## config.mk

```make
export PLATFORM = sky130hd
export DESIGN_NAME = mem_arbiter
export DESIGN_NICKNAME = d
export VERILOG_FILES = /design/src/rtl/mem_pkg.sv /design/src/rtl/mem_arbiter.sv
export SDC_FILE = /design/constraint.sdc
export NUM_CORES = 1
export LEC_CHECK = 0
export ABC_AREA = 1
export BUFFER_PORTS_ARGS = -buffer_cell sky130_fd_sc_hd__buf_2
export CORE_AREA = 2 2 156 158
export CTS_CLUSTER_SIZE = 40
export DETAILED_ROUTE_END_ITERATION = 7
export DIE_AREA = 0 0 158 160
export PLACE_DENSITY = 0.4
export SLEW_MARGIN = 20
export SYNTH_ARGS = -nofsm -noshare
export SYNTH_HDL_FRONTEND = slang
export SYNTH_SLANG_ARGS = --single-unit
```

## constraint.sdc

```tcl
create_clock -name clk -period 2.2 [get_ports clk]
set_clock_uncertainty 0.1 [all_clocks]
set_input_delay 0 -clock clk [delete_from_list [all_inputs] [get_ports clk]]
set_output_delay 0 -clock clk [all_outputs]
set_load 0.005 [all_outputs]
```

## src/rtl/mem_pkg.sv

```systemverilog
package mem_pkg;

	// command on the shared bus.
	typedef enum logic [2:0] {
		CMD_NONE  = 3'd0,
		CMD_READ  = 3'd1,
		CMD_WRITE = 3'd2
	} mem_cmd_t;

	// owner of the current arbiter slot.
	typedef enum logic {
		M_DATA  = 1'b0,
		M_FETCH = 1'b1
	} master_t;

endpackage

```

## src/rtl/mem_arbiter.sv

```systemverilog
module mem_arbiter (
	input  logic              clk,
	input  logic              rst,
	input  mem_pkg::mem_cmd_t d_cmd,
	input  logic [31:0]       d_addr,
	input  logic [31:0]       d_wdata,
	input  logic [31:0]       d_wmask,
	output logic              d_cmd_ready,
	output logic [31:0]       d_rdata,
	output logic              d_rdata_valid,
	input  mem_pkg::mem_cmd_t f_cmd,
	input  logic [31:0]       f_addr,
	input  logic [31:0]       f_wdata,
	input  logic [31:0]       f_wmask,
	output logic              f_cmd_ready,
	output logic [31:0]       f_rdata,
	output logic              f_rdata_valid,
	output mem_pkg::mem_cmd_t mem_cmd,
	output logic [31:0]       mem_addr,
	output logic [31:0]       mem_wdata,
	output logic [31:0]       mem_wmask,
	input  logic [31:0]       mem_rdata,
	input  logic              mem_rdata_valid
);
	import mem_pkg::*;

	typedef enum logic [1:0] {
		A_IDLE,
		A_OFFER,
		A_SLOT,
		A_BUSY
	} arb_state_t;

	arb_state_t state;
	master_t    owner;
	master_t    other;
	mem_cmd_t   slot_cmd;

	assign other    = (owner == M_DATA) ? M_FETCH : M_DATA;
	assign slot_cmd = (owner == M_DATA) ? d_cmd : f_cmd;

	assign d_cmd_ready = (state == A_OFFER) && (owner == M_DATA);
	assign f_cmd_ready = (state == A_OFFER) && (owner == M_FETCH);

	// owner's command goes straight through in its slot.
	assign mem_cmd   = (state == A_SLOT) ? slot_cmd : CMD_NONE;
	assign mem_addr  = (owner == M_DATA) ? d_addr : f_addr;
	assign mem_wdata = (owner == M_DATA) ? d_wdata : f_wdata;
	assign mem_wmask = (owner == M_DATA) ? d_wmask : f_wmask;

	assign d_rdata       = mem_rdata;
	assign f_rdata       = mem_rdata;
	assign d_rdata_valid = mem_rdata_valid && (state == A_BUSY) && (owner == M_DATA);
	assign f_rdata_valid = mem_rdata_valid && (state == A_BUSY) && (owner == M_FETCH);

	always_ff @(posedge clk) begin
		if (rst) begin
			state <= A_IDLE;
			owner <= M_DATA;
		end else begin
			case (state)
				A_IDLE:  state <= A_OFFER;
				A_OFFER: state <= A_SLOT;
				A_SLOT: begin
					if (slot_cmd == CMD_READ) begin
						state <= A_BUSY;
					end else begin
						// write done on acceptance, or slot left empty.
						state <= A_OFFER;
						owner <= other;
					end
				end
				default: begin
					if (mem_rdata_valid) begin
						state <= A_OFFER;
						owner <= other;
					end
				end
			endcase
		end
	end

endmodule

```

==> flow_summary.toml <==
[layout]
finish.utilization_pct = 15.9
final_cells = 1006
n_antenna_cell = 0
syn2layout_area_growth_pct = 89.9
layout.nets = 921
layout_common_cells = "303 x buf_2, 301 x nand2_1, 33 x dlygate4sd3_1, 10 x inv_1"
layout_commonest_cell = "buf_2"
drive_above_1_share_pct = 46.3

[pwr]
power_leakage_uw = 0.00239
peakVddDrop_mv = 0.224
powerDensity_nw_per_um2 = 352
clkPwrFrac_pct = 21.6
pwr-share-seq_pct = 5.5
p_comb_share_pct = 72.9
intPower_uw = 757
power_switching_uw = 573
p_sw_share_pct = 43.1

[floorplan]
die_height_um = 160
initial_core_util_pct = 8.36
dieWidth_um = 158
io_pins = 400
std_cell_rows = 57
die_area_um2 = 25300
core_um2 = 23800

[logic_synthesis]
yosysTopAreaCellShare_pct = 56.7
synth.cell_area_um2 = 1990
synth_top_family_by_area = "simple AND/OR/NAND/NOR gates"
synth_compound_gate_area_share_pct = 1.95
yosysSeqAreaShare_pct = 3.02
syn_avg_cell_area_um2 = 4.70
yosys-mux-area-fraction_pct = 0
synthSimpleGateAreaFrac_pct = 59.7
yosys.area_share.adder_pct = 3.14
syn_inst = 424
ys_seq_elements = 3
syn_nets = 662
synth.area.top_cells = "nand2_1 57%, buf_4 26%, ha_1 3.1%"
yosys_warnings = 0
synth_top_area_cell = "nand2_1"
synthXorXnorAreaFrac_pct = 0
ys_types = 19

[flow_run]
cap_violations = 0

[clock_tree]
cts_sinks = 3
ctsLongestPathBuffers = 2
post_cts_resized = 0
clk_latency_ns = 0.22
path_clk_slew_ns = 0.03
cts_hold_buffers = 33
cts_setup_buffers = 0
cts_htree_levels = 1
numCtsBuffers = 3
cts_root_buf = "clkbuf_16"
cts_tree = "built"

[critical_path]
crit_type = "flop to output pin"
crit_arrival_ns = 1.48
crit_family = "buffers and inverters"
critPathLaunchType = "flop"
crit_path_frequent_cell = "nand2_1"
cp_slowest_stage_delay_ns = 0.37
worstPathCellList = "inv_4 -> buf_4 -> nand2_1 -> nand2_1 -> buf_2"
path_max_fanout = 33
endpoint_kind = "output pin"
critical_path_required_ns = 2.10
slowest_stage = "buf_4"
crit_buf_inv = 3

[timing]
setup_viol = 0
fin_crit_sh_pct = 72.0
relSlewSlack_pct = 67.6
finalHoldViolCount = 0
fin_crit_ns = 1.58
finalSetupTns_ns = 0
slew_violations = 0
tightest_slew_ns = 0.487
hold_ws_ns = 0.00250
fmax_mhz = 632
rsz0062_at_grt = "no"

[global_routing]
met1_usage_pct = 8.85
busiest_layer = "met2"
grt_max_degree = 57
grt_pass1_wl_mm = 15.0
grt_pass1_vias = 2915
antenna_found_initial = 0
overflow = 0
grtUsageMet3_pct = 0.678
track_usage_pct = 7.36
met2_usage_pct = 14.3

[drt]
vias = 3278
first_pass_iters = 6
drt-initial-drc-count = 143
viasPerCell = 3.26
wire_per_inst_um = 10.7
ant_nets = 0
remaining_drc_errors = 0
wirelength_mm = 10.8

[status]
status = "completed"

[worst_hold_path]
hold_path_class = "input pin to flop"

[placement]
place_congestion = 0.752
port-buffer-count = 303
hpwl_mm = 8.75
dp_cells = 969
==> per-stage QoR <==
stage	instance area, um^2	total power [uW]	setup WS [ns]
after detailed placement	3370	976	0.695
after floorplan	1990	579	0.813
final	3780	1330	0.617
after global routing	3780	1470	0.529
after CTS	3780	1340	0.609
after global placement	3370	984	0.706
==> final cells by class <==
class,instances,area (um^2)
flip-flops and latches,3,63.8
clock buffers,4,78.8
fillers,2835,20000
repair buffers,340,1900
well taps,324,405
multi-input cells,324,1290
inverters,11,43.8
==> state kept, by name (all words and copies together) (netlist names) <==
name   count
owner      1
state      2
==> worst paths after layout <==
kind | startpoint | to | slack, ns | cells past startpoint
worst min register to register | state[1]$_SDFFE_PP0P_ | state[1]$_SDFFE_PP0P_ | 0.41 | 2
worst min-delay path | mem_rdata_valid | state[0]$_SDFFE_PP0P_ | 0.002 | 3
worst max-delay path | owner$_SDFFE_PP0P_ | mem_addr[3] | 0.62 | 5
worst max register to register | state[1]$_SDFFE_PP0P_ | owner$_SDFFE_PP0P_ | 0.69 | 7
==> per-layer routing <==
metal	share of wire [%]	vias to the layer above
met5	0	-
met4	0.58	0
met3	7.2	6
met2	51	190
met1	41	1379
li1	-	1703
==> worst reg2reg max path, cell delays in order (launching register included) <==
cell     delay (ns)
dfxtp_1        0.36
inv_1          0.09
ha_1           0.21
or2_1          0.26
a21oi_1        0.18
nand3_1        0.10
nand2_1        0.06
nor2_1         0.03
==> kinds of logic (layout without fill, tap and decap cells) <==
family	after synthesis	after routing
buffers and inverters	97	355
AOI/OAI and AO/OA	7	7
DFF	3	3
adders and majority gates	5	5
and+or+nand+nor	312	312
==> synthesized netlist by cell type <==
master,count
a21oi_1,5
a21oi_2,1
buf_2,10
buf_4,68
buf_6,1
clkbuf_1,7
dfxtp_1,3
ha_1,5
inv_1,10
inv_4,1
nand2_1,301
nand2_2,1
nand3_1,1
nor2_1,4
nor2_2,1
nor3_1,2
nor3_2,1
o21ai_0,1
or2_1,1
==> power by group through the flow <==
stage,Sequential [uW],Clock [uW],Combinational (uW)
global placement,73.0,0,911
global route,74.0,298,1090
detailed placement,74.0,0,902
finish,72.8,287,971
CTS,73.3,290,978
floorplan,67.0,0,512
No activity file was read; power rests on OpenSTA's default activity.
