File: src/rtl/mem_pkg.sv
package mem_pkg;

	// command on the shared bus.
	typedef enum logic [2:0] {
		CMD_NONE  = 3'd0,
		CMD_READ  = 3'd1,
		CMD_WRITE = 3'd2
	} mem_cmd_t;

	// owner of the current arbiter slot.
	typedef enum logic {
		M_DATA  = 1'b0,
		M_FETCH = 1'b1
	} master_t;

endpackage

File: src/rtl/core_pkg.sv
package core_pkg;

	// memory access kind handed over by execute.
	typedef enum logic [4:0] {
		MEN_X   = 5'd0,
		MEN_LB  = 5'd1,
		MEN_LH  = 5'd2,
		MEN_LW  = 5'd3,
		MEN_LBU = 5'd4,
		MEN_LHU = 5'd5,
		MEN_SB  = 5'd6,
		MEN_SH  = 5'd7,
		MEN_SW  = 5'd8
	} mem_op_t;

	// writeback source, carried through the memory stage.
	typedef enum logic [3:0] {
		WB_X   = 4'd0,
		WB_ALU = 4'd1,
		WB_MEM = 4'd2,
		WB_PC  = 4'd3,
		WB_CSR = 4'd4
	} wb_sel_t;

endpackage
File: src/rtl/memory_stage.sv
module memory_stage (
	input  logic              clk,
	input  logic              rst,
	input  logic [31:0]       reg_pc,
	input  logic [31:0]       rs2_data,
	input  logic [31:0]       alu_out,
	input  core_pkg::mem_op_t mem_wen,
	input  core_pkg::wb_sel_t wb_sel,
	input  logic              cmd_ready,
	input  logic [31:0]       rdata,
	input  logic              rdata_valid,
	output logic [31:0]       read_data,
	output logic [31:0]       out_reg_pc,
	output logic [31:0]       out_alu_out,
	output core_pkg::wb_sel_t out_wb_sel,
	output logic              next_flg,
	output mem_pkg::mem_cmd_t cmd,
	output logic [31:0]       addr,
	output logic [31:0]       wdata,
	output logic [31:0]       wmask
);
	import core_pkg::*;
	import mem_pkg::*;

	typedef enum logic [2:0] {
		S_IDLE,
		S_WAIT_READY,
		S_ISSUE,
		S_WAIT_READ,
		S_END
	} state_t;

	state_t      state;
	logic [31:0] save_reg_pc;
	logic [31:0] save_alu_out;
	logic [31:0] save_rs2_data;
	mem_op_t     save_mem_wen;
	wb_sel_t     save_wb_sel;
	logic        is_store;
	logic [4:0]  lane_shift;
	logic [31:0] store_mask;
	logic [31:0] lane_data;
	logic [31:0] load_value;

	assign is_store = (save_mem_wen == MEN_SB) || (save_mem_wen == MEN_SH) ||
		(save_mem_wen == MEN_SW);

	// halfwords only look at address bit 1.
	always_comb begin
		case (save_mem_wen)
			MEN_SB, MEN_LB, MEN_LBU: lane_shift = {save_alu_out[1:0], 3'b000};
			MEN_SH, MEN_LH, MEN_LHU: lane_shift = {save_alu_out[1], 4'b0000};
			default:                 lane_shift = 5'd0;
		endcase
	end

	always_comb begin
		case (save_mem_wen)
			MEN_SB:  store_mask = 32'h0000_00ff;
			MEN_SH:  store_mask = 32'h0000_ffff;
			default: store_mask = 32'hffff_ffff;
		endcase
	end

	assign lane_data = rdata >> lane_shift;

	always_comb begin
		case (save_mem_wen)
			MEN_LB:  load_value = {{24{lane_data[7]}}, lane_data[7:0]};
			MEN_LBU: load_value = {24'b0, lane_data[7:0]};
			MEN_LH:  load_value = {{16{lane_data[15]}}, lane_data[15:0]};
			MEN_LHU: load_value = {16'b0, lane_data[15:0]};
			default: load_value = rdata;
		endcase
	end

	assign next_flg = ((state == S_IDLE) && (mem_wen == MEN_X)) || (state == S_END);

	assign cmd   = (state == S_ISSUE) ? (is_store ? CMD_WRITE : CMD_READ) : CMD_NONE;
	assign addr  = {save_alu_out[31:2], 2'b00};
	assign wdata = save_rs2_data << lane_shift;
	assign wmask = store_mask << lane_shift;

	always_ff @(posedge clk) begin
		if (rst) begin
			state <= S_IDLE;
		end else begin
			case (state)
				S_IDLE: begin
					if (mem_wen != MEN_X)
						state <= S_WAIT_READY;
				end
				S_WAIT_READY: begin
					if (cmd_ready)
						state <= S_ISSUE;
				end
				S_ISSUE:     state <= is_store ? S_END : S_WAIT_READ;
				S_WAIT_READ: begin
					if (rdata_valid)
						state <= S_END;
				end
				default:     state <= S_IDLE;
			endcase
		end
	end

	always_ff @(posedge clk) begin
		case (state)
			S_IDLE: begin
				if (mem_wen != MEN_X) begin
					save_reg_pc   <= reg_pc;
					save_alu_out  <= alu_out;
					save_rs2_data <= rs2_data;
					save_mem_wen  <= mem_wen;
					save_wb_sel   <= wb_sel;
				end else begin
					read_data   <= 32'hffff_ffff;
					out_reg_pc  <= reg_pc;
					out_alu_out <= alu_out;
					out_wb_sel  <= wb_sel;
				end
			end
			S_WAIT_READ: begin
				if (rdata_valid)
					read_data <= load_value;
			end
			S_END: begin
				out_reg_pc  <= save_reg_pc;
				out_alu_out <= save_alu_out;
				out_wb_sel  <= save_wb_sel;
			end
			default: ;
		endcase
	end

endmodule

File: config.mk
export PLATFORM = sky130hd
export DESIGN_NAME = memory_stage
export DESIGN_NICKNAME = d
export VERILOG_FILES = /design/src/rtl/mem_pkg.sv /design/src/rtl/core_pkg.sv /design/src/rtl/memory_stage.sv
export SDC_FILE = /design/constraint.sdc
export NUM_CORES = 1
export LEC_CHECK = 0
export ABC_AREA = 1
export BUFFER_PORTS_ARGS = -buffer_cell sky130_fd_sc_hd__buf_2
export CELL_PAD_IN_SITES_DETAIL_PLACEMENT = 0
export CELL_PAD_IN_SITES_GLOBAL_PLACEMENT = 2
export CORE_ASPECT_RATIO = 1.5
export CORE_MARGIN = 2
export CORE_UTILIZATION = 31
export CTS_CLUSTER_SIZE = 28
export DETAILED_ROUTE_END_ITERATION = 16
export GPL_ROUTABILITY_DRIVEN = 0
export HOLD_SLACK_MARGIN = 0.02
export PLACE_DENSITY_LB_ADDON = 0.1
export SETUP_SLACK_MARGIN = 0.3
export SKIP_CTS_REPAIR_TIMING = 1
export SYNTH_ARGS = -nofsm -noshare
export SYNTH_HDL_FRONTEND = slang
export SYNTH_SLANG_ARGS = --single-unit
File: constraint.sdc
create_clock -name clk -period 3.4 [get_ports clk]
set_input_delay 0.51 -clock clk [delete_from_list [all_inputs] [get_ports clk]]
set_output_delay 0.51 -clock clk [all_outputs]
set_load 0.03 [all_outputs]
==> key figures, run 1 <==
Finish
  – Final net count: 1,191
  – Area growth from synthesis to layout: 31.61%
  – Fraction of layout instances using a drive strength above 1: just under 50%
  – FILL cells: roughly 3,000
  – Final std cell area, no fill: 12,290 sq um

Logic synthesis
  – Syn Area/Cell: about 13 sq um
  – Post-synth EDFFs: ~200
  – Post-synthesis register bit count: 208
  – Async SR Flop Fraction: 0%
  – Number of distinct library cells after synthesis: 31
  – Number of warnings reported in the yosys synthesis log: 0
  – Cells after synthesis: between 700 and 800
  – Synth Cell Area: approximately 9300 sq um
  – Part of the Yosys area used for sequential elements: ~67%
  – Top FF cell, synth: edfxtp_1

Timing
  – Clk_skew: roughly 11 ps
  – Worst slew pin tran: roughly 770 ps
  – Share of the clock period used by the worst path after layout: between 80% and 90%
  – Rel. slew slack: about half
  – Final slew viol count: 0
  – Count of final hold-check violations: 0
  – Final worst hold slack: 163.8 ps
  – Setup repair after global routing missed its margin: yes
  – Final setup vio count: 0
  – Clock period minus final worst setup slack: between 2000 and 3000 ps
  – Fmax: roughly 330 MHz

Drt
  – Detailed-route DRC error count: 0
  – Detail-routed net length per standard cell: between 15 and 20 um
  – Number of DRC markers in iteration 0: approximately 260
  – Vias per cell: between 4 and 5
  – Final wirelength: ~28 mm
  – Vias: approximately 6,700
  – Remaining antenna violation count after routing: 0
  – Detailed Routing Iterations Pass 1: 4

Setup path
  – Kind of start point of the critical path: flip-flop
  – Worst setup path endpoint: wdata[30]
  – Worst endpoint data arrival time: 2480 ps
  – R2r setup slk: a little under 900 ps
  – Largest stage delay on the critical path: between 400 and 500 ps
  – Crit Reg-Reg Endpoint: read_data[23]
  – Worst-path fanout max: 13
  – Critical path capture point type: output pin
  – Start of the worst register-to-register path: save_mem_wen[1]
  – Worst path most repeated cell: nand3_4
  – Cells along the critical path: inv_2 > nor2_4 > nand3_2 > nand3_4 > buf_12 > nand2_8 > nand3_4 > buf_4 > o21ai_1 > nor2_2 > buf_6
  – Critical Path Start: save_mem_wen[1]
  – Slowest-stage cell, CP: edfxtp_1
  – Count of cells along the worst register-to-register path: 10
  – Worst Setup Path Type: reg2out
  – Endpoint required time on the critical path: between 2000 and 3000 ps

Placed design
  – I/O Buffers: about 340
  – HPWL after detailed placement: roughly 19 mm
  – Instance area at placement: around 11,000 sq um

Clock tree
  – Skew-Pair Late Insertion Delay: approximately 520 ps
  – CTS tree: built
  – Clock-pin slew on the worst setup and hold paths: roughly 60 ps
  – H-Tree Level Count: 1
  – Clk sinks: around 210
  – Bufs on Longest Clock Path: 3
  – Clock root cell: clkbuf_16
  – Number of clock buffers inserted by TritonCTS: 24

Floorplan
  – Die extent in y: approximately 220 um
  – Die Footprint: 31,560 sq um
  – Count of standard-cell rows: 77
  – Die Span X: around 150 um
  – I/O Pins: roughly 340
  – Initial cell density of the core: roughly a third
  – Placeable core area: a little under 30,000 sq um

Job
  – Number of maximum-capacitance constraint violations: 0

Global route
  – Wire length of the first global-routing pass: 39.94 mm
  – Vias in the first global route: 6,709
  – Gr ovfl total: 0
  – Maximum number of pins on one net before global-route repair: 43
  – Initial antenna violation count: 8
  – Global-route total usage across every layer: approximately 16%

Power
  – Leakage: between 5 and 6 nW
  – Largest voltage drop on the vdd net: around 0.5 mV
  – Power density normalized to cell area: just over 900 nW/um^2

Worst hold path
  – Kind of path behind the tightest hold check: in2reg

Outcome
  – Status: finished, final reports clean
## cells by family (layout without fill, tap and decap cells)
logic type / count (synthesis) / after routing / synth area share, %
and+or+nand+nor: 258 / 261 / 12.74
AOI/OAI and AO/OA: 66 / 66 / 3.778
buffers and inverters: 142 / 463 / 8.814
other: 1 / 8 / 0.04015
muxes: 67 / 67 / 8.078
DFF: 208 / 208 / 66.55
## state kept, by name, summed over array words and instances (netlist names)
| name | cells |
|---|---|
| out_alu_out | 32 |
| out_reg_pc | 32 |
| out_wb_sel | 4 |
| read_data | 32 |
| save_alu_out | 32 |
| save_mem_wen | 5 |
| save_reg_pc | 32 |
| save_rs2_data | 32 |
| save_wb_sel | 4 |
| state | 3 |
## power breakdown
group          internal (mW)  switching (mW)
logic                   1.28            3.32
clock network           1.65            1.05
registers               3.74           0.290
## metrics by stage
stage	setup slack (ps)	utilization (%)	TNS, ps	total power [mW]	cells
final	407.4	41.56	0	11.34	1468
after global routing	259.6	41.55	0	11.95	1466
after CTS	-113.0	40.10	-907.5	11.08	1441
after detailed placement	471.1	37.32	0	8.326	1397
after global placement	524.5	37.32	0	8.329	1397
after floorplan	386.7	-	0	7.316	744
## synth_stat cells (7+ instances only)
cell	n	area [sq um]
nor2_1	43	161.4
o21ai_0	18	90.09
nand3_1	64	320.3
inv_1	45	168.9
mux2_2	67	754.5
o211ai_1	7	52.55
a21oi_1	36	180.2
buf_2	10	50.05
clkbuf_1	11	41.29
buf_4	64	480.5
nand2_1	114	427.9
nand4_1	15	93.84
edfxtp_1	205	6156
## layer usage
metal  vias to the layer above  GRT usage (%)  wire length, um
met2                       234          28.77            14280
li1                       3202              -                -
met5                         -              0               28
met4                         6          5.948              688
met1                      3169          18.60            10390
met3                        41          5.368             2240
## final cells by class
| type | count | area, sq um | share of cell area, % |
|---|---|---|---|
| flip-flops and latches | 208 | 6216 | 50.57 |
| multi-input cells | 397 | 2499 | 20.33 |
| repair buffers | 370 | 2052 | 16.69 |
| clock buffers | 27 | 633.1 | 5.150 |
| well taps | 395 | 494.2 | 4.020 |
| inverters | 49 | 195.2 | 1.588 |
| clock inverters | 17 | 191.4 | 1.557 |
| diodes | 5 | 12.51 | 0.1018 |
## layout by cell type, fill, tap and decap left out, types with 5 or more instances in the layout
master,instances
nand4_1,15
diode_2,5
o21ai_1,8
nor2_4,5
a21oi_1,35
o21ai_0,12
nand3_1,61
clkinv_2,5
nand3_2,7
clkinv_1,7
clkbuf_16,26
nand2_1,110
mux2_2,67
buf_2,323
nor2_2,5
nor2_1,36
o211ai_1,7
nor3_1,5
buf_4,36
edfxtp_1,205
inv_1,40
nand2_4,8
## worst max-delay path: cells and delay by family, from the launching register on
family | cells | cell delay (ps)
compound gates | 1 | 70
buf+inv | 4 | 550
flops | 1 | 480
simple gates | 6 | 860
## how the worst min path moves through the flow
stage,cells after the start,endpoint,start
after CTS,1,save_rs2_data[4],rs2_data[4]
after global routing,1,save_rs2_data[1],rs2_data[1]
after floorplan,1,out_reg_pc[31],save_reg_pc[31]
after detailed placement,1,out_wb_sel[1],save_wb_sel[1]
final,1,save_rs2_data[27],rs2_data[27]
after global placement,1,out_reg_pc[7],save_reg_pc[7]
Power figures use the tool's default switching activity.
==> run 2, diff against run 1 <==
--- a/config.mk
+++ b/config.mk
@@ -9,7 +9,7 @@
 export BUFFER_PORTS_ARGS = -buffer_cell sky130_fd_sc_hd__buf_2
 export CELL_PAD_IN_SITES_DETAIL_PLACEMENT = 0
 export CELL_PAD_IN_SITES_GLOBAL_PLACEMENT = 2
-export CORE_ASPECT_RATIO = 1.5
+export CORE_ASPECT_RATIO = 1.4
 export CORE_MARGIN = 2
 export CORE_UTILIZATION = 31
 export CTS_CLUSTER_SIZE = 28
==> run 2 against run 1 <==
Register-to-register slack improved by 30 ps. Clock skew is essentially flat. Routed wire length decreased by 4.5%. Maximum frequency up 0.56%. Die area barely moved. Design area shrank 3.2%. Critical path type unchanged.
==> key figures, run 2 (synthesis gave the netlist of run 1 again) <==
Setup path
  – Endpoint required time on the critical path: ~2900 ps
  – Count of cells along the worst register-to-register path: 10
  – WP buf/inv: 2
  – Cell family with most CP delay: simple AND/OR/NAND/NOR gates
  – Start of the worst register-to-register path: save_mem_wen[3]
  – Worst-path fanout max: 7
  – Kind of start point of the critical path: flip-flop
  – Critical path capture point type: output pin
  – R2r setup slk: just over 900 ps
  – Cells along the critical path: nor2_1 > nand3_2 > nand2_1 > nor2_4 > nand2_1 > nand2_4 > nor2_4 > buf_4 > nand2_1 > o211ai_1 > buf_2
  – Slowest-stage cell, CP: edfxtp_1
  – Critical Path Start: save_mem_wen[3]
  – Largest stage delay on the critical path: 430 ps
  – Worst endpoint data arrival time: about 2500 ps
  – Worst Setup Path Type: reg2out
  – Worst setup path endpoint: wdata[17]
  – Crit Reg-Reg Endpoint: read_data[27]
  – Worst path most repeated cell: nand2_1
  – WP depth: 11

Power
  – Reg power frac: ~38%
  – Internal power consumption: a little over 6 mW
  – Largest voltage drop on the vdd net: 0.5183 mV
  – Total power: 10.67 mW
  – Relative contribution of the clock network to total power: 21.8%
  – Sw Ratio: 42.32%
  – Leakage: 4.833 nW
  – Sw Pwr: 4.517 mW
  – Power density normalized to cell area: approximately 900 nW/um^2
  – Part of the total power dissipated in combinational logic: ~41%

Drt
  – Detail-routed net length per standard cell: roughly 18 um
  – Final wirelength: between 20 and 30 mm
  – Detailed-route DRC error count: 0
  – Number of DRC markers in iteration 0: approximately 190
  – Detailed Routing Iterations Pass 1: 4
  – Vias: about 6,600
  – Remaining antenna violation count after routing: 0
  – Vias per cell: 4.549

Timing
  – Fin worst setup slack: 423.9 ps
  – Final worst hold slack: between 150 and 200 ps
  – Clock period minus final worst setup slack: between 2000 and 3000 ps
  – Setup repair after global routing missed its margin: no
  – Rel. slew slack: between 40 and 50%
  – Final slew viol count: 0
  – Count of final hold-check violations: 0
  – Fmax: roughly 340 MHz
  – Final setup vio count: 0
  – Share of the clock period used by the worst path after layout: about 88%
  – Sum of negative setup slack: 0 ps
  – Clk_skew: 11.56 ps
  – Worst slew pin tran: 820.3 ps

Clock tree
  – Clock-pin slew on the worst setup and hold paths: about 60 ps
  – H-Tree Level Count: 1
  – Clock root cell: clkbuf_16
  – CTS tree: built
  – Number of clock buffers inserted by TritonCTS: 23
  – Bufs on Longest Clock Path: 3
  – Skew-Pair Late Insertion Delay: approximately 520 ps
  – Clk sinks: around 210

Floorplan
  – Die extent in y: between 200 and 250 um
  – Placeable core area: between 20,000 and 30,000 sq um
  – Die Span X: around 150 um
  – Die Footprint: around 32,000 sq um
  – I/O Pins: around 340
  – Initial cell density of the core: 31.30%
  – Count of standard-cell rows: 75

Placed design
  – # placed instances: roughly 1,400
  – HPWL after detailed placement: between 15 and 20 mm
  – I/O Buffers: about 340
  – Instance area at placement: 11,020 sq um
  – DP Worst Slack: 707.4 ps

Global route
  – Vias in the first global route: 6,678
  – Gr ovfl total: 0
  – Wire length of the first global-routing pass: 38.62 mm
  – Initial antenna violation count: 7
  – Global-route total usage across every layer: around 16%
  – Maximum number of pins on one net before global-route repair: between 50 and 60

Finish
  – Final std cell area, no fill: roughly 12,000 sq um
  – Area growth from synthesis to layout: 27.35%
  – Final design utilization: about two fifths
  – Non-filler cells, final: roughly 1,400
  – Most common cell after layout, fill and taps aside: buf_2
  – Fraction of layout instances using a drive strength above 1: 46.48%
  – Final net count: 1,176
  – Most frequent cells in the layout: buf_2 (335), edfxtp_1 (205), nand2_1 (111), mux2_2 (67), nand3_1 (62)

Worst hold path
  – Kind of path behind the tightest hold check: in2reg

Job
  – Number of maximum-capacitance constraint violations: 0

Outcome
  – Status: finished, final reports clean
-- run 2: cell types whose count changed in the layout (fill, tap and decap cells not counted), moves of 4 or more --
cell	delta
o21ai_1	-6
buf_2	+12
buf_4	-16
clkbuf_1	+4
buf_6	-4
o21ai_0	+6
-- run 2: final cells by class --
type                       count  area (sq um)
sequential                   208          6216
fill                        3001         17950
clock inverter                11         82.58
antenna                        5         12.51
tap                          385         481.7
multi-input combinational    396          2440
timing repair buffer         357          1867
clock buffer                  29         598.1
inverter                      49         197.7
-- run 2: how the worst min path moves through the flow --
stage,depth (start not counted),end,slack [ps],start
after floorplan,1,out_reg_pc[31],520,save_reg_pc[31]
after global placement,1,out_reg_pc[26],530,save_reg_pc[26]
after detailed placement,1,out_reg_pc[22],530,save_reg_pc[22]
after CTS,1,save_rs2_data[8],120,rs2_data[8]
after global routing,1,save_rs2_data[8],130,rs2_data[8]
final,1,save_rs2_data[8],160,rs2_data[8]
-- run 2: layer usage --
| metal | track usage [%] | part of all wire (%) | wire length [um] |
|---|---|---|---|
| met5 | 0 | 0.091 | 24 |
| met1 | 17.28 | 36 | 9503 |
| met4 | 4.737 | 2.3 | 612 |
| met3 | 5.565 | 8.8 | 2315 |
| met2 | 29.33 | 53 | 13930 |
-- run 2: power by group through the flow --
stage	combinational [mW]	sequential, mW	clock (mW)
2_1_floorplan	3.13	4.19	0
3_3_place_gp	4.26	4.05	0
3_5_place_dp	4.24	4.06	0
4_1_cts	4.25	4.02	2.43
5_1_grt	4.67	4.12	2.51
6_report	4.32	4.03	2.33
