<file path="src/rtl/mem_pkg.sv">
package mem_pkg;

	// command on the shared bus.
	typedef enum logic [2:0] {
		CMD_NONE  = 3'd0,
		CMD_READ  = 3'd1,
		CMD_WRITE = 3'd2
	} mem_cmd_t;

	// owner of the current arbiter slot.
	typedef enum logic {
		M_DATA  = 1'b0,
		M_FETCH = 1'b1
	} master_t;

endpackage

</file>
<file path="src/rtl/fetch_unit.sv">
module fetch_unit (
	input  logic              clk,
	input  logic              rst,
	input  logic              fetch_req,
	input  logic [31:0]       fetch_pc,
	input  logic              cmd_ready,
	input  logic [31:0]       rdata,
	input  logic              rdata_valid,
	output logic [31:0]       instr,
	output logic              instr_valid,
	output mem_pkg::mem_cmd_t cmd,
	output logic [31:0]       addr,
	output logic [31:0]       wdata,
	output logic [31:0]       wmask
);
	import mem_pkg::*;

	typedef enum logic [1:0] {
		F_IDLE,
		F_WAIT_READY,
		F_ISSUE,
		F_WAIT_READ
	} fetch_state_t;

	fetch_state_t state;
	logic [31:0]  pc_q;

	assign cmd   = (state == F_ISSUE) ? CMD_READ : CMD_NONE;
	assign addr  = {pc_q[31:2], 2'b00};
	assign wdata = 32'b0;
	assign wmask = 32'b0;

	always_ff @(posedge clk) begin
		if (rst) begin
			state       <= F_IDLE;
			instr_valid <= 1'b0;
		end else begin
			instr_valid <= 1'b0;
			case (state)
				F_IDLE: begin
					if (fetch_req)
						state <= F_WAIT_READY;
				end
				F_WAIT_READY: begin
					if (cmd_ready)
						state <= F_ISSUE;
				end
				F_ISSUE: state <= F_WAIT_READ;
				default: begin
					if (rdata_valid) begin
						instr_valid <= 1'b1;
						state       <= F_IDLE;
					end
				end
			endcase
		end
	end

	// requests outside idle are dropped.
	always_ff @(posedge clk) begin
		if ((state == F_IDLE) && fetch_req)
			pc_q <= fetch_pc;
		if ((state == F_WAIT_READ) && rdata_valid)
			instr <= rdata;
	end

endmodule

</file>
<file path="config.mk">
export PLATFORM = sky130hd
export DESIGN_NAME = fetch_unit
export DESIGN_NICKNAME = d
export VERILOG_FILES = /design/src/rtl/mem_pkg.sv /design/src/rtl/fetch_unit.sv
export SDC_FILE = /design/constraint.sdc
export NUM_CORES = 1
export LEC_CHECK = 0
export ABC_AREA = 1
export ABC_CLOCK_PERIOD_IN_PS = 2050
export BUFFER_PORTS_ARGS = -buffer_cell sky130_fd_sc_hd__buf_4
export CAP_MARGIN = 10
export CORE_MARGIN = 2
export CORE_UTILIZATION = 26
export CTS_BUF_LIST = sky130_fd_sc_hd__clkbuf_4 sky130_fd_sc_hd__clkbuf_8 sky130_fd_sc_hd__clkbuf_16
export DETAILED_ROUTE_END_ITERATION = 7
export PLACE_DENSITY = 0.56
export RECOVER_POWER = 100
export SLEW_MARGIN = 20
export SYNTH_ARGS = -nofsm -noshare
export SYNTH_HDL_FRONTEND = slang
export SYNTH_SLANG_ARGS = --single-unit
</file>
<file path="constraint.sdc">
create_clock -name clk -period 2.05 [get_ports clk]
set_clock_uncertainty 0.15 [all_clocks]
set_input_delay 0.205 -clock clk [delete_from_list [all_inputs] [get_ports clk]]
set_output_delay 0.205 -clock clk [all_outputs]
set_load 0.05 [all_outputs]
</file>
==> results of run 1 <==
## worst max-delay path: cells and delay by family (launching register included)
kind	cells	cell delay [ps]
fa+ha+maj	1	210
flops	1	330
simple gates	1	60
buf+inv	3	670
## cell type report
class | count | share of cell area
clock inverters | 7 | 0.03018
repair buffers | 197 | 0.3372
clock buffers | 9 | 0.02988
multi-input cells | 91 | 0.09267
well taps | 133 | 0.04014
inverters | 7 | 0.006339
flip-flops and latches | 65 | 0.4636
## power groups by stage
stage / sequential [uW] / clock (uW) / combinational [uW]
final: 1750 / 1330 / 1410
after detailed placement: 1770 / 0 / 1480
after floorplan: 2270 / 0 / 657
after CTS: 1740 / 1370 / 1590
after global routing: 1760 / 1430 / 1500
after global placement: 1760 / 0 / 1470
## layer usage
layer,global-route usage,vias up,share of wire
met4,0.05212,0,0.012
met3,0.04950,5,0.11
met5,0,-,0
met1,0.1116,835,0.36
met2,0.1917,130,0.51
li1,-,836,-
## worst paths after layout
path,from,to,slack [ps],depth (start not counted)
worst max-delay path,state[0],pc_q[6],240,5
worst min-delay path,cmd_ready,state[1],200,6
worst max register to register,state[0],pc_q[6],240,5
worst min register to register,state[1],state[1],460,4
## logic make-up (layout without fill, tap and decap cells)
kind of cell               count (synthesis)  in the layout
and+or+nand+nor                           19             19
adders and majority gates                  4              4
buffers and inverters                     75            220
other                                      1             68
DFF                                       65             65
## metrics by stage
| step | instance area [um2] | utilization | std cells |
|---|---|---|---|
| after global placement | 3507 | 0.3605 | 428 |
| after floorplan | 2848 | - | 231 |
| after detailed placement | 3507 | 0.3605 | 428 |
| after CTS | 4407 | 0.4529 | 509 |
| after global routing | 4145 | 0.4261 | 509 |
| final | 4145 | 0.4261 | 509 |
## synthesized netlist by cell type
| cell | n | area [um2] |
|---|---|---|
| nand3_2 | 1 | 10.01 |
| dfxtp_1 | 3 | 60.06 |
| edfxtp_1 | 62 | 1862 |
| buf_4 | 68 | 510.5 |
| nor2_1 | 7 | 26.28 |
| inv_1 | 7 | 26.28 |
| ha_1 | 4 | 50.05 |
| conb_1 | 1 | 3.750 |
| nand2_2 | 1 | 6.260 |
| nor2_2 | 1 | 6.260 |
| nand3_1 | 1 | 5.000 |
| nand2_1 | 8 | 30.03 |
## state kept, by name, indices dropped and copies added (netlist names)
register and flops:
instr 32, instr_valid 1, pc_q 30, state 2
## timing repair
item                                   in CTS  in global routing
hold buffers                               65                  0
gates resized for setup                     0                  0
endpoints found under the hold margin      65                  0
==> metrics.txt, run 1 <==
Synth Instances 164; Synthesis Warnings 0; post-DR wirelength/cell 12.05 um; grt ovf 0; Crit path arrival time 1620 ps; most used cell, CP inv_1; PortBufs 130; # DRC 0; share of cells above drive strength 1 0.2314; fin crit period 1806 ps; slowest CP cell buf_2; routed wire length 6.133 mm; RSZ-0062 raised after global routing no; first-pass GRT wire length 8.921 mm; Power Total 4494 uW; RD Place Congestion 0.7077; GRT Util Overall 0.1098; Post-Synth Simple-Gate Area 0.03229; final net count 444; CTS tree yes; routed vias/inst 3.548; # IOs 201; Max clock buf depth 2; clock network fraction of total power 0.297; Compound-Gate Fraction of Synth Area 0; Final Cycle Share 0.8811; diode count 0; initial antenna violation count 0; fmax 553.6 MHz; number of global-route vias before repair 1699; Horiz. Die Dim 103.9 um; Mapped Area 0.002596 mm2; # rows 36; most frequent cells in the layout conb_1 (68), dlygate4sd3_1 (65), clkbuf_1 (63); Final TNS setup 0 ps; register bit total from synthesis 65; CP endpoint kind flip-flop; DIE AREA 0.01080 mm2; critical path's largest stage delay 530 ps; VDD IR max 327.7 uV; Final Hold Vio Count 0; worst-skew pair later-pin latency 330 ps; clk sinks 65; worst-case hold slack 195.4 ps; floorplan die height 103.9 um; leading cell type in the layout, fill and taps excluded conb_1; Detailed Routing Iterations Pass 1 4; DP HPWL 3.883 mm; synth unique cells 12; pre-CTS setup slack 549.9 ps; worst-margin pin slew 774.3 ps; FF+latch area 0.001922 mm2; CTS root buffer clkbuf_8; fill count 939; Synth Area in Adders 0.01928; Worst-path clk slew 70 ps; initial core utilization 0.2668; largest family of logic cells by synthesized area buffers and inverters; area grow syn2layout 59.66%; First DRT Iteration DRCs 72; crit-path cells inv_1 -> ha_1 -> nand2_1 -> inv_1 -> buf_2; P_sw 1688 uW; syn avg cell area 15.83 um2; core area 0.009729 mm2; required time of the critical path 1870 ps; sequential share of the synthesized area 0.7402; crit-path max FO 30; Final Slew Violations 0; Synth Area in XOR/XNOR 0; Worst setup SP type flip-flop; portion of netlist area occupied by mux cells 0; crit path kind reg2reg; area of the multi-input gates 384.1 um2; final worst slack 243.7 ps; PD cells 1084 mW/mm2; total number of vias 1806; largest net degree at the start of global routing 33; Hold WC Path Type in2reg; postcts setup bufs 0; H-tree Lvls 3; Power Internal 2806 uW; Post-DRT Antenna Nets 0; sequential cell fraction of total power 0.389; Num CTS Buffers 9; Slew headroom 0.4838; combinational share of power 0.315; status completed; switch share 0.3756; leakage power 0.001716 uW; MaxCap Viol Count 0; Setup Viol. Count Final 0
No activity file was read; power rests on OpenSTA's default activity.
==> inputs of run 2 (changes only) <==
- ABC_AREA: 1 -> 0
==> run 2 against run 1 <==
Utilization fell by 0.72 points. Largest cell class unchanged. Setup slack improved by 89 ps. Hold slack got worse by 11 ps. First-iteration DRC count rose by 32%. Flip-flop and latch count did not move. Highest routed layer unchanged. Largest power group unchanged. Clock-buffer cell count did not move. Critical path depth fell by 1. Non-clock buffer count fell by 1.
==> metrics.txt, run 2 <==
status completed; final net count 434 (-2.3%); Final Slew Violations 0 (unchanged); Synth Instances 155 (-5.5%); fin crit period 1717 ps (-89.15 ps); Hold WC Path Type in2reg; grt ovf 0 (unchanged); post-DR wirelength/cell 12.00 um (-0.39%); Worst setup SP type flip-flop; top cells by count, synth buf_4 (68), edfxtp_1 (62), ha_1 (4), dfxtp_1 (3); initial core utilization 0.2662 (-0.0006430); Num CTS Buffers 9 (unchanged); met3 GRT Util 0.04909 (-0.0004113); RD Place Congestion 0.7075 (about the same); CTS tree yes; DP HPWL 3.855 mm (-0.73%); crit path kind reg2reg; fmax 582.4 MHz (+5.2%); Largest register FFs 32 (unchanged); share of cells above drive strength 1 0.2213 (-0.01007); worst-skew pair later-pin latency 330 ps (about the same); H-tree Lvls 3 (unchanged); First DRT Iteration DRCs 95 (+32%); leakage power 0.001642 uW (-4.3%); diode count 0 (unchanged); DIE AREA 0.01078 mm2 (-0.23%); fin area 0.004075 mm2 (-1.7%); largest net degree at the start of global routing 33 (unchanged); Global Route met1 Usage 0.1214 (+0.009873); CP endpoint kind flip-flop; clk sinks 65 (unchanged); Slew headroom 0.5420 (+0.05819); fin util 0.4189 (-0.007202); Final Hold Vio Count 0 (unchanged); # DRC 0 (unchanged); gr busiest metal met2; top cells by area, synth edfxtp_1 (72%), buf_4 (20%), dfxtp_1 (2.3%); RSZ-0062 raised after global routing no; top cell type's share of synthesized area 0.7188 (+0.001732); Worst-path clk slew 70 ps (about the same); area grow syn2layout 57.34%; Final Cycle Share 0.8376 (-0.04349); number of global-route vias before repair 1722 (+1.4%); core area 0.009729 mm2 (unchanged); count leader, synth buf_4; Largest regs instr: 32 flops, pc_q: 30 flops, state: 2 flops; cell area after placement 0.003501 mm2 (-0.18%); Power Total 4169 uW (-7.2%); post_cts resized 0 (unchanged); Synth Area in XOR/XNOR 0 (unchanged); Post-DRT Antenna Nets 0 (unchanged); CTS root buffer clkbuf_8; routed vias/inst 3.511 (-1.0%); Post-Synth Simple-Gate Area 0.02657 (-0.005719); # IOs 201 (unchanged); required time of the critical path 1880 ps (about the same); first-pass GRT wire length 8.956 mm (+0.39%); register bit total from synthesis 65 (unchanged); crit-path max FO 30 (unchanged); MaxCap Viol Count 0 (unchanged); # rows 36 (unchanged); Synth Area in Adders 0.01932 (+0.00004656); Yosys top cell by area edfxtp_1; routed wire length 5.989 mm (-2.3%); worst-margin pin slew 689.9 ps (-84.33 ps); GRT Util Overall 0.1099 (+0.0001784); largest family of logic cells by synthesized area buffers and inverters; Detailed Routing Iterations Pass 1 6 (+2); PD cells 1023 mW/mm2 (-5.6%); total number of vias 1752 (-3.0%); Crit path arrival time 1550 ps (-70 ps); synth unique cells 16 (+4); Synthesis Warnings 0 (unchanged); M2 GR Usage 0.1734 (-0.01833); floorplan die height 103.8 um (-0.12%); syn avg cell area 16.71 um2 (+5.6%); Horiz. Die Dim 103.8 um (-0.12%); Setup Viol. Count Final 0 (unchanged); Final TNS setup 0 ps (unchanged); Max clock buf depth 2 (unchanged); ys flop type edfxtp_1; Compound-Gate Fraction of Synth Area 0.002899 (+0.002899); postcts setup bufs 0 (unchanged); EDFF count, synth 62 (unchanged); most frequent cells in the layout conb_1 (68), dlygate4sd3_1 (64), clkbuf_4 (63), clkbuf_1 (63), edfxtp_1 (62); R2R setup slack 330 ps (+90 ps); Mapped Area 0.002590 mm2 (-0.24%); sequential share of the synthesized area 0.7420 (+0.001788); leading cell type in the layout, fill and taps excluded conb_1; ys async rst share 0 (unchanged); PortBufs 130 (unchanged); Largest Register instr; initial antenna violation count 0 (unchanged); portion of netlist area occupied by mux cells 0.007729 (+0.007729); fill count 963 (+2.6%); VDD IR max 351.8 uV (+7.3%)
[run 2: cell count changes in the layout (fill, tap and decap cells not counted), moves of 2 or more]
| cell | before | now |
|---|---|---|
| and2_1 | 0 | 2 |
| bufinv_16 | 3 | 1 |
| clkinv_1 | 0 | 4 |
| inv_1 | 7 | 2 |
| inv_6 | 3 | 0 |
| mux2i_1 | 0 | 2 |
| nand2_1 | 8 | 1 |
| nand2b_1 | 0 | 2 |
| nand3_1 | 2 | 0 |
| nor2_1 | 7 | 1 |
| nor2b_1 | 0 | 2 |
| nor3_1 | 0 | 2 |
[run 2: routing by layer]
metal | wire, um | part of all wire | vias up
met5 | 0 | 0 | -
met4 | 133 | 0.022 | 0
met3 | 739 | 0.12 | 10
met2 | 2740 | 0.46 | 132
met1 | 2375 | 0.40 | 793
li1 | - | - | 817
[run 2: final timing paths]
path	startpoint	endpoint	cells after the start
setup / recovery	state[0]	pc_q[16]	4
setup reg to reg	state[0]	pc_q[16]	4
hold reg to reg	state[1]	state[1]	2
hold / removal	fetch_req	state[0]	4
[run 2: critical path, stage by stage (launching register included)]
cell      delay, ps
dfxtp_1         330
inv_1           100
ha_1            240
and2_1          140
clkbuf_4        390
[run 2: cells by family (layout without fill, tap and decap cells)]
kind of cell | count (synthesis) | after routing
and+or+nand+nor | 12 | 12
adders and majority gates | 4 | 4
buffers and inverters | 70 | 214
DFF | 65 | 65
AOI/OAI and AO/OA | 1 | 1
other | 1 | 68
muxes | 2 | 2
[run 2: where the power goes]
| group | switching (uW) | internal (uW) |
|---|---|---|
| Clock | 455 | 546 |
| Combinational | 1120 | 297 |
| Sequential | 55.7 | 1690 |
[run 2: timing repair]
action                     CTS  global route
hold endpoints to repair    64             0
hold buffers                64             0
setup endpoints to repair    0             0
[run 2: area by class of cell]
type	count	area, um2	share of cell area
multi-input combinational	87	401.6	0.09856
sequential	65	1922	0.4716
timing repair buffer	196	1393	0.3417
tap	133	166.4	0.04084
inverter	2	7.507	0.001842
clock inverter	7	61.31	0.01504
clock buffer	9	123.9	0.03040
[run 2: through the flow]
step / setup WS [ps] / instances / hold slack (ps)
floorplan: 117.9 / 222 / 153.9
global placement: 477.5 / 419 / 233.5
detailed placement: 450.0 / 419 / 234.3
CTS: 420.0 / 499 / 164.4
global route: 196.9 / 499 / 202.1
finish: 332.8 / 499 / 183.9
==> inputs of run 3 (changes only) <==
- ABC_CLOCK_PERIOD_IN_PS: 2050 -> 1500
- PLACE_DENSITY: 0.56 -> 0.58
- clock period: 2.05 -> 1.5 ns (I/O delays scaled with it)
==> run 3 against run 2 <==
The flow now finishes with violations (negative setup slack). Hold slack got worse by 100 ps. Power increased by 56%. Clock-buffer cell count increased by 1. Setup slack got worse by 370 ps. Utilization increased by 4.2 points. Non-clock buffer count increased by 4. Sequential power increased by 38%. Global-route usage decreased by 0.12 points. Flip-flop and latch count unchanged. Via count increased by 0.91%. Sequential share of layout area decreased by 4.1 points.
==> metrics.txt, run 3 (synthesized netlist as in run 2, its figures left out) <==
number of global-route vias before repair 1729 (+0.41%); Max clock buf depth 2 (unchanged); R2R cell count 5 (+1); final worst slack -34.43 ps (-367.3 ps); floorplan die height 103.8 um (unchanged); routed wl met2 3.083 mm (+13%); clk sinks 65 (unchanged); CP endpoint kind flip-flop; Inst Count DP 423 (+0.95%); First DRT Iteration DRCs 72 (-24%); largest net degree at the start of global routing 26 (-21%); most frequent cells in the layout buf_4 (71), conb_1 (68), dlygate4sd3_1 (64); CTS root buffer clkbuf_8; DIE AREA 0.01078 mm2 (unchanged); Hold WC Path Type in2reg; RR Endpoint state[0]; crit path kind reg2reg; post-DR wirelength/cell 12.03 um (+0.20%); fmax 651.7 MHz (+12%); RD Place Congestion 0.7009 (-0.93%); Finished Layout Cells 503 (+0.80%); Worst Min Path Start fetch_req; initial antenna violation count 0 (unchanged); diode count 0 (unchanged); total number of vias 1768 (+0.91%); Num CTS Buffers 9 (unchanged); CTS tree yes; failing checks negative setup slack; MaxCap Viol Count 0 (unchanged); Final Hold Vio Count 0 (unchanged); VDD IR max 575.9 uV (+64%); area grow syn2layout 73.14%; Final Cycle Share 1.023 (+0.1853); RSZ-0062 raised after global routing yes; worst-skew pair later-pin latency 330 ps (about the same); Largest Register instr; Final TNS setup -34.43 ps (-34.43 ps); Detailed Routing Iterations Pass 1 3 (-3); postcts setup bufs 0 (unchanged); uppermost layer routed met4; Worst setup SP type flip-flop; met3 routed WL 648 um (-12%); Hold Path Cell Cnt 2 (-2); share of cells above drive strength 1 0.4405 (+0.2192); crit-path max FO 5 (-83%); PD cells 1451 mW/mm2 (+42%); status finished with violations; Worst Hold End pc_q[21]; Setup Viol. Count Final 1 (+1); grt ovf 0 (unchanged); Largest register FFs 32 (unchanged); fin crit period 1534 ps (-182.7 ps); PortBufs 130 (unchanged); met1 WL 2.228 mm (-6.2%); worst r2r src state[0]; Worst-path clk slew 60 ps (about the same); first-pass GRT wire length 9.025 mm (+0.77%); Largest regs instr: 32 flops, pc_q: 30 flops, state: 2 flops; initial core utilization 0.2662 (unchanged); DP HPWL 4.024 mm (+4.4%); core area 0.009729 mm2 (unchanged); R2R setup slack -30 ps (-370 ps); routed vias/inst 3.515 (+0.11%); Crit path arrival time 1630 ps (+80 ps); # rows 36 (unchanged); leakage power 0.001937 uW (+18%); Post-DRT Antenna Nets 0 (unchanged); H-tree Lvls 3 (unchanged); # IOs 201 (unchanged); Final Slew Violations 0 (unchanged); final net count 438 (+0.92%); leading cell type in the layout, fill and taps excluded buf_4; Horiz. Die Dim 103.8 um (unchanged); # DRC 0 (unchanged); GRT Util Overall 0.1087 (-0.001237); routed wire length 6.049 mm (+1.0%); required time of the critical path 1590 ps (-290 ps)
==> run 3: changes by cell type in the layout (fill, tap and decap cells not counted), sizes merged <==
cell    change
buf        +69
bufinv      +2
clkbuf     -64
clkinv      -3
==> run 3: how the worst max path moves through the flow <==
| stage | from | to | slack, ps | depth (start not counted) |
|---|---|---|---|---|
| after floorplan | state[0] | state[0] | 20 | 5 |
| after global placement | state[0] | state[0] | -30 | 5 |
| after detailed placement | state[0] | state[0] | -80 | 5 |
| after CTS | state[0] | state[0] | -2 | 5 |
| after global routing | state[0] | state[0] | -80 | 5 |
| final | state[0] | state[0] | -30 | 5 |
==> run 3: per-stage QoR <==
step	utilization	hold slack [ps]	cell area (um2)	total power, uW	setup WS, ps
4_1_cts	0.4597	64.46	4473	6536	-2.401
5_1_grt	0.4609	68.06	4484	6763	-80.07
3_5_place_dp	0.3664	179.3	3565	4563	-78.02
3_3_place_gp	0.3664	178.7	3565	4536	-25.75
6_report	0.4609	80.84	4484	6508	-34.43
2_1_floorplan	-	98.87	2863	4044	22.61
==> run 3: layout make-up <==
cell class | count | area [um2]
clock buffers | 10 | 131.4
multi-input cells | 87 | 450.4
inverters | 2 | 10.01
clock inverters | 6 | 106.4
flip-flops and latches | 65 | 1929
fillers | 881 | 5245
repair buffers | 200 | 1690
well taps | 133 | 166.4
==> run 3: layer usage <==
metal | up-vias | global-route usage
met1 | 808 | 0.1153
met2 | 129 | 0.1870
met4 | 0 | 0.04923
met5 | - | 0
met3 | 8 | 0.04657
li1 | 823 | -
==> run 3: power by group <==
group          total (uW)  switching (uW)  internal, uW
combinational        2350            1600           749
sequential           2420            94.6          2320
clock                1740             628          1110
total                6510            2320          4190
==> run 3: repair_timing <==
item / in CTS / in global routing
pin swaps: 0 / 1
endpoints found under the setup margin: 2 / 3
resized for setup: 8 / 3
endpoints found under the hold margin: 65 / 0
hold buffers: 64 / 0
==> run 3: critical path, cell delays in order (launching register included) <==
cell and delay, ps:
dfxtp_4 370, inv_4 50, ha_4 170, mux2i_1 110, or4_1 510, o31ai_2 80
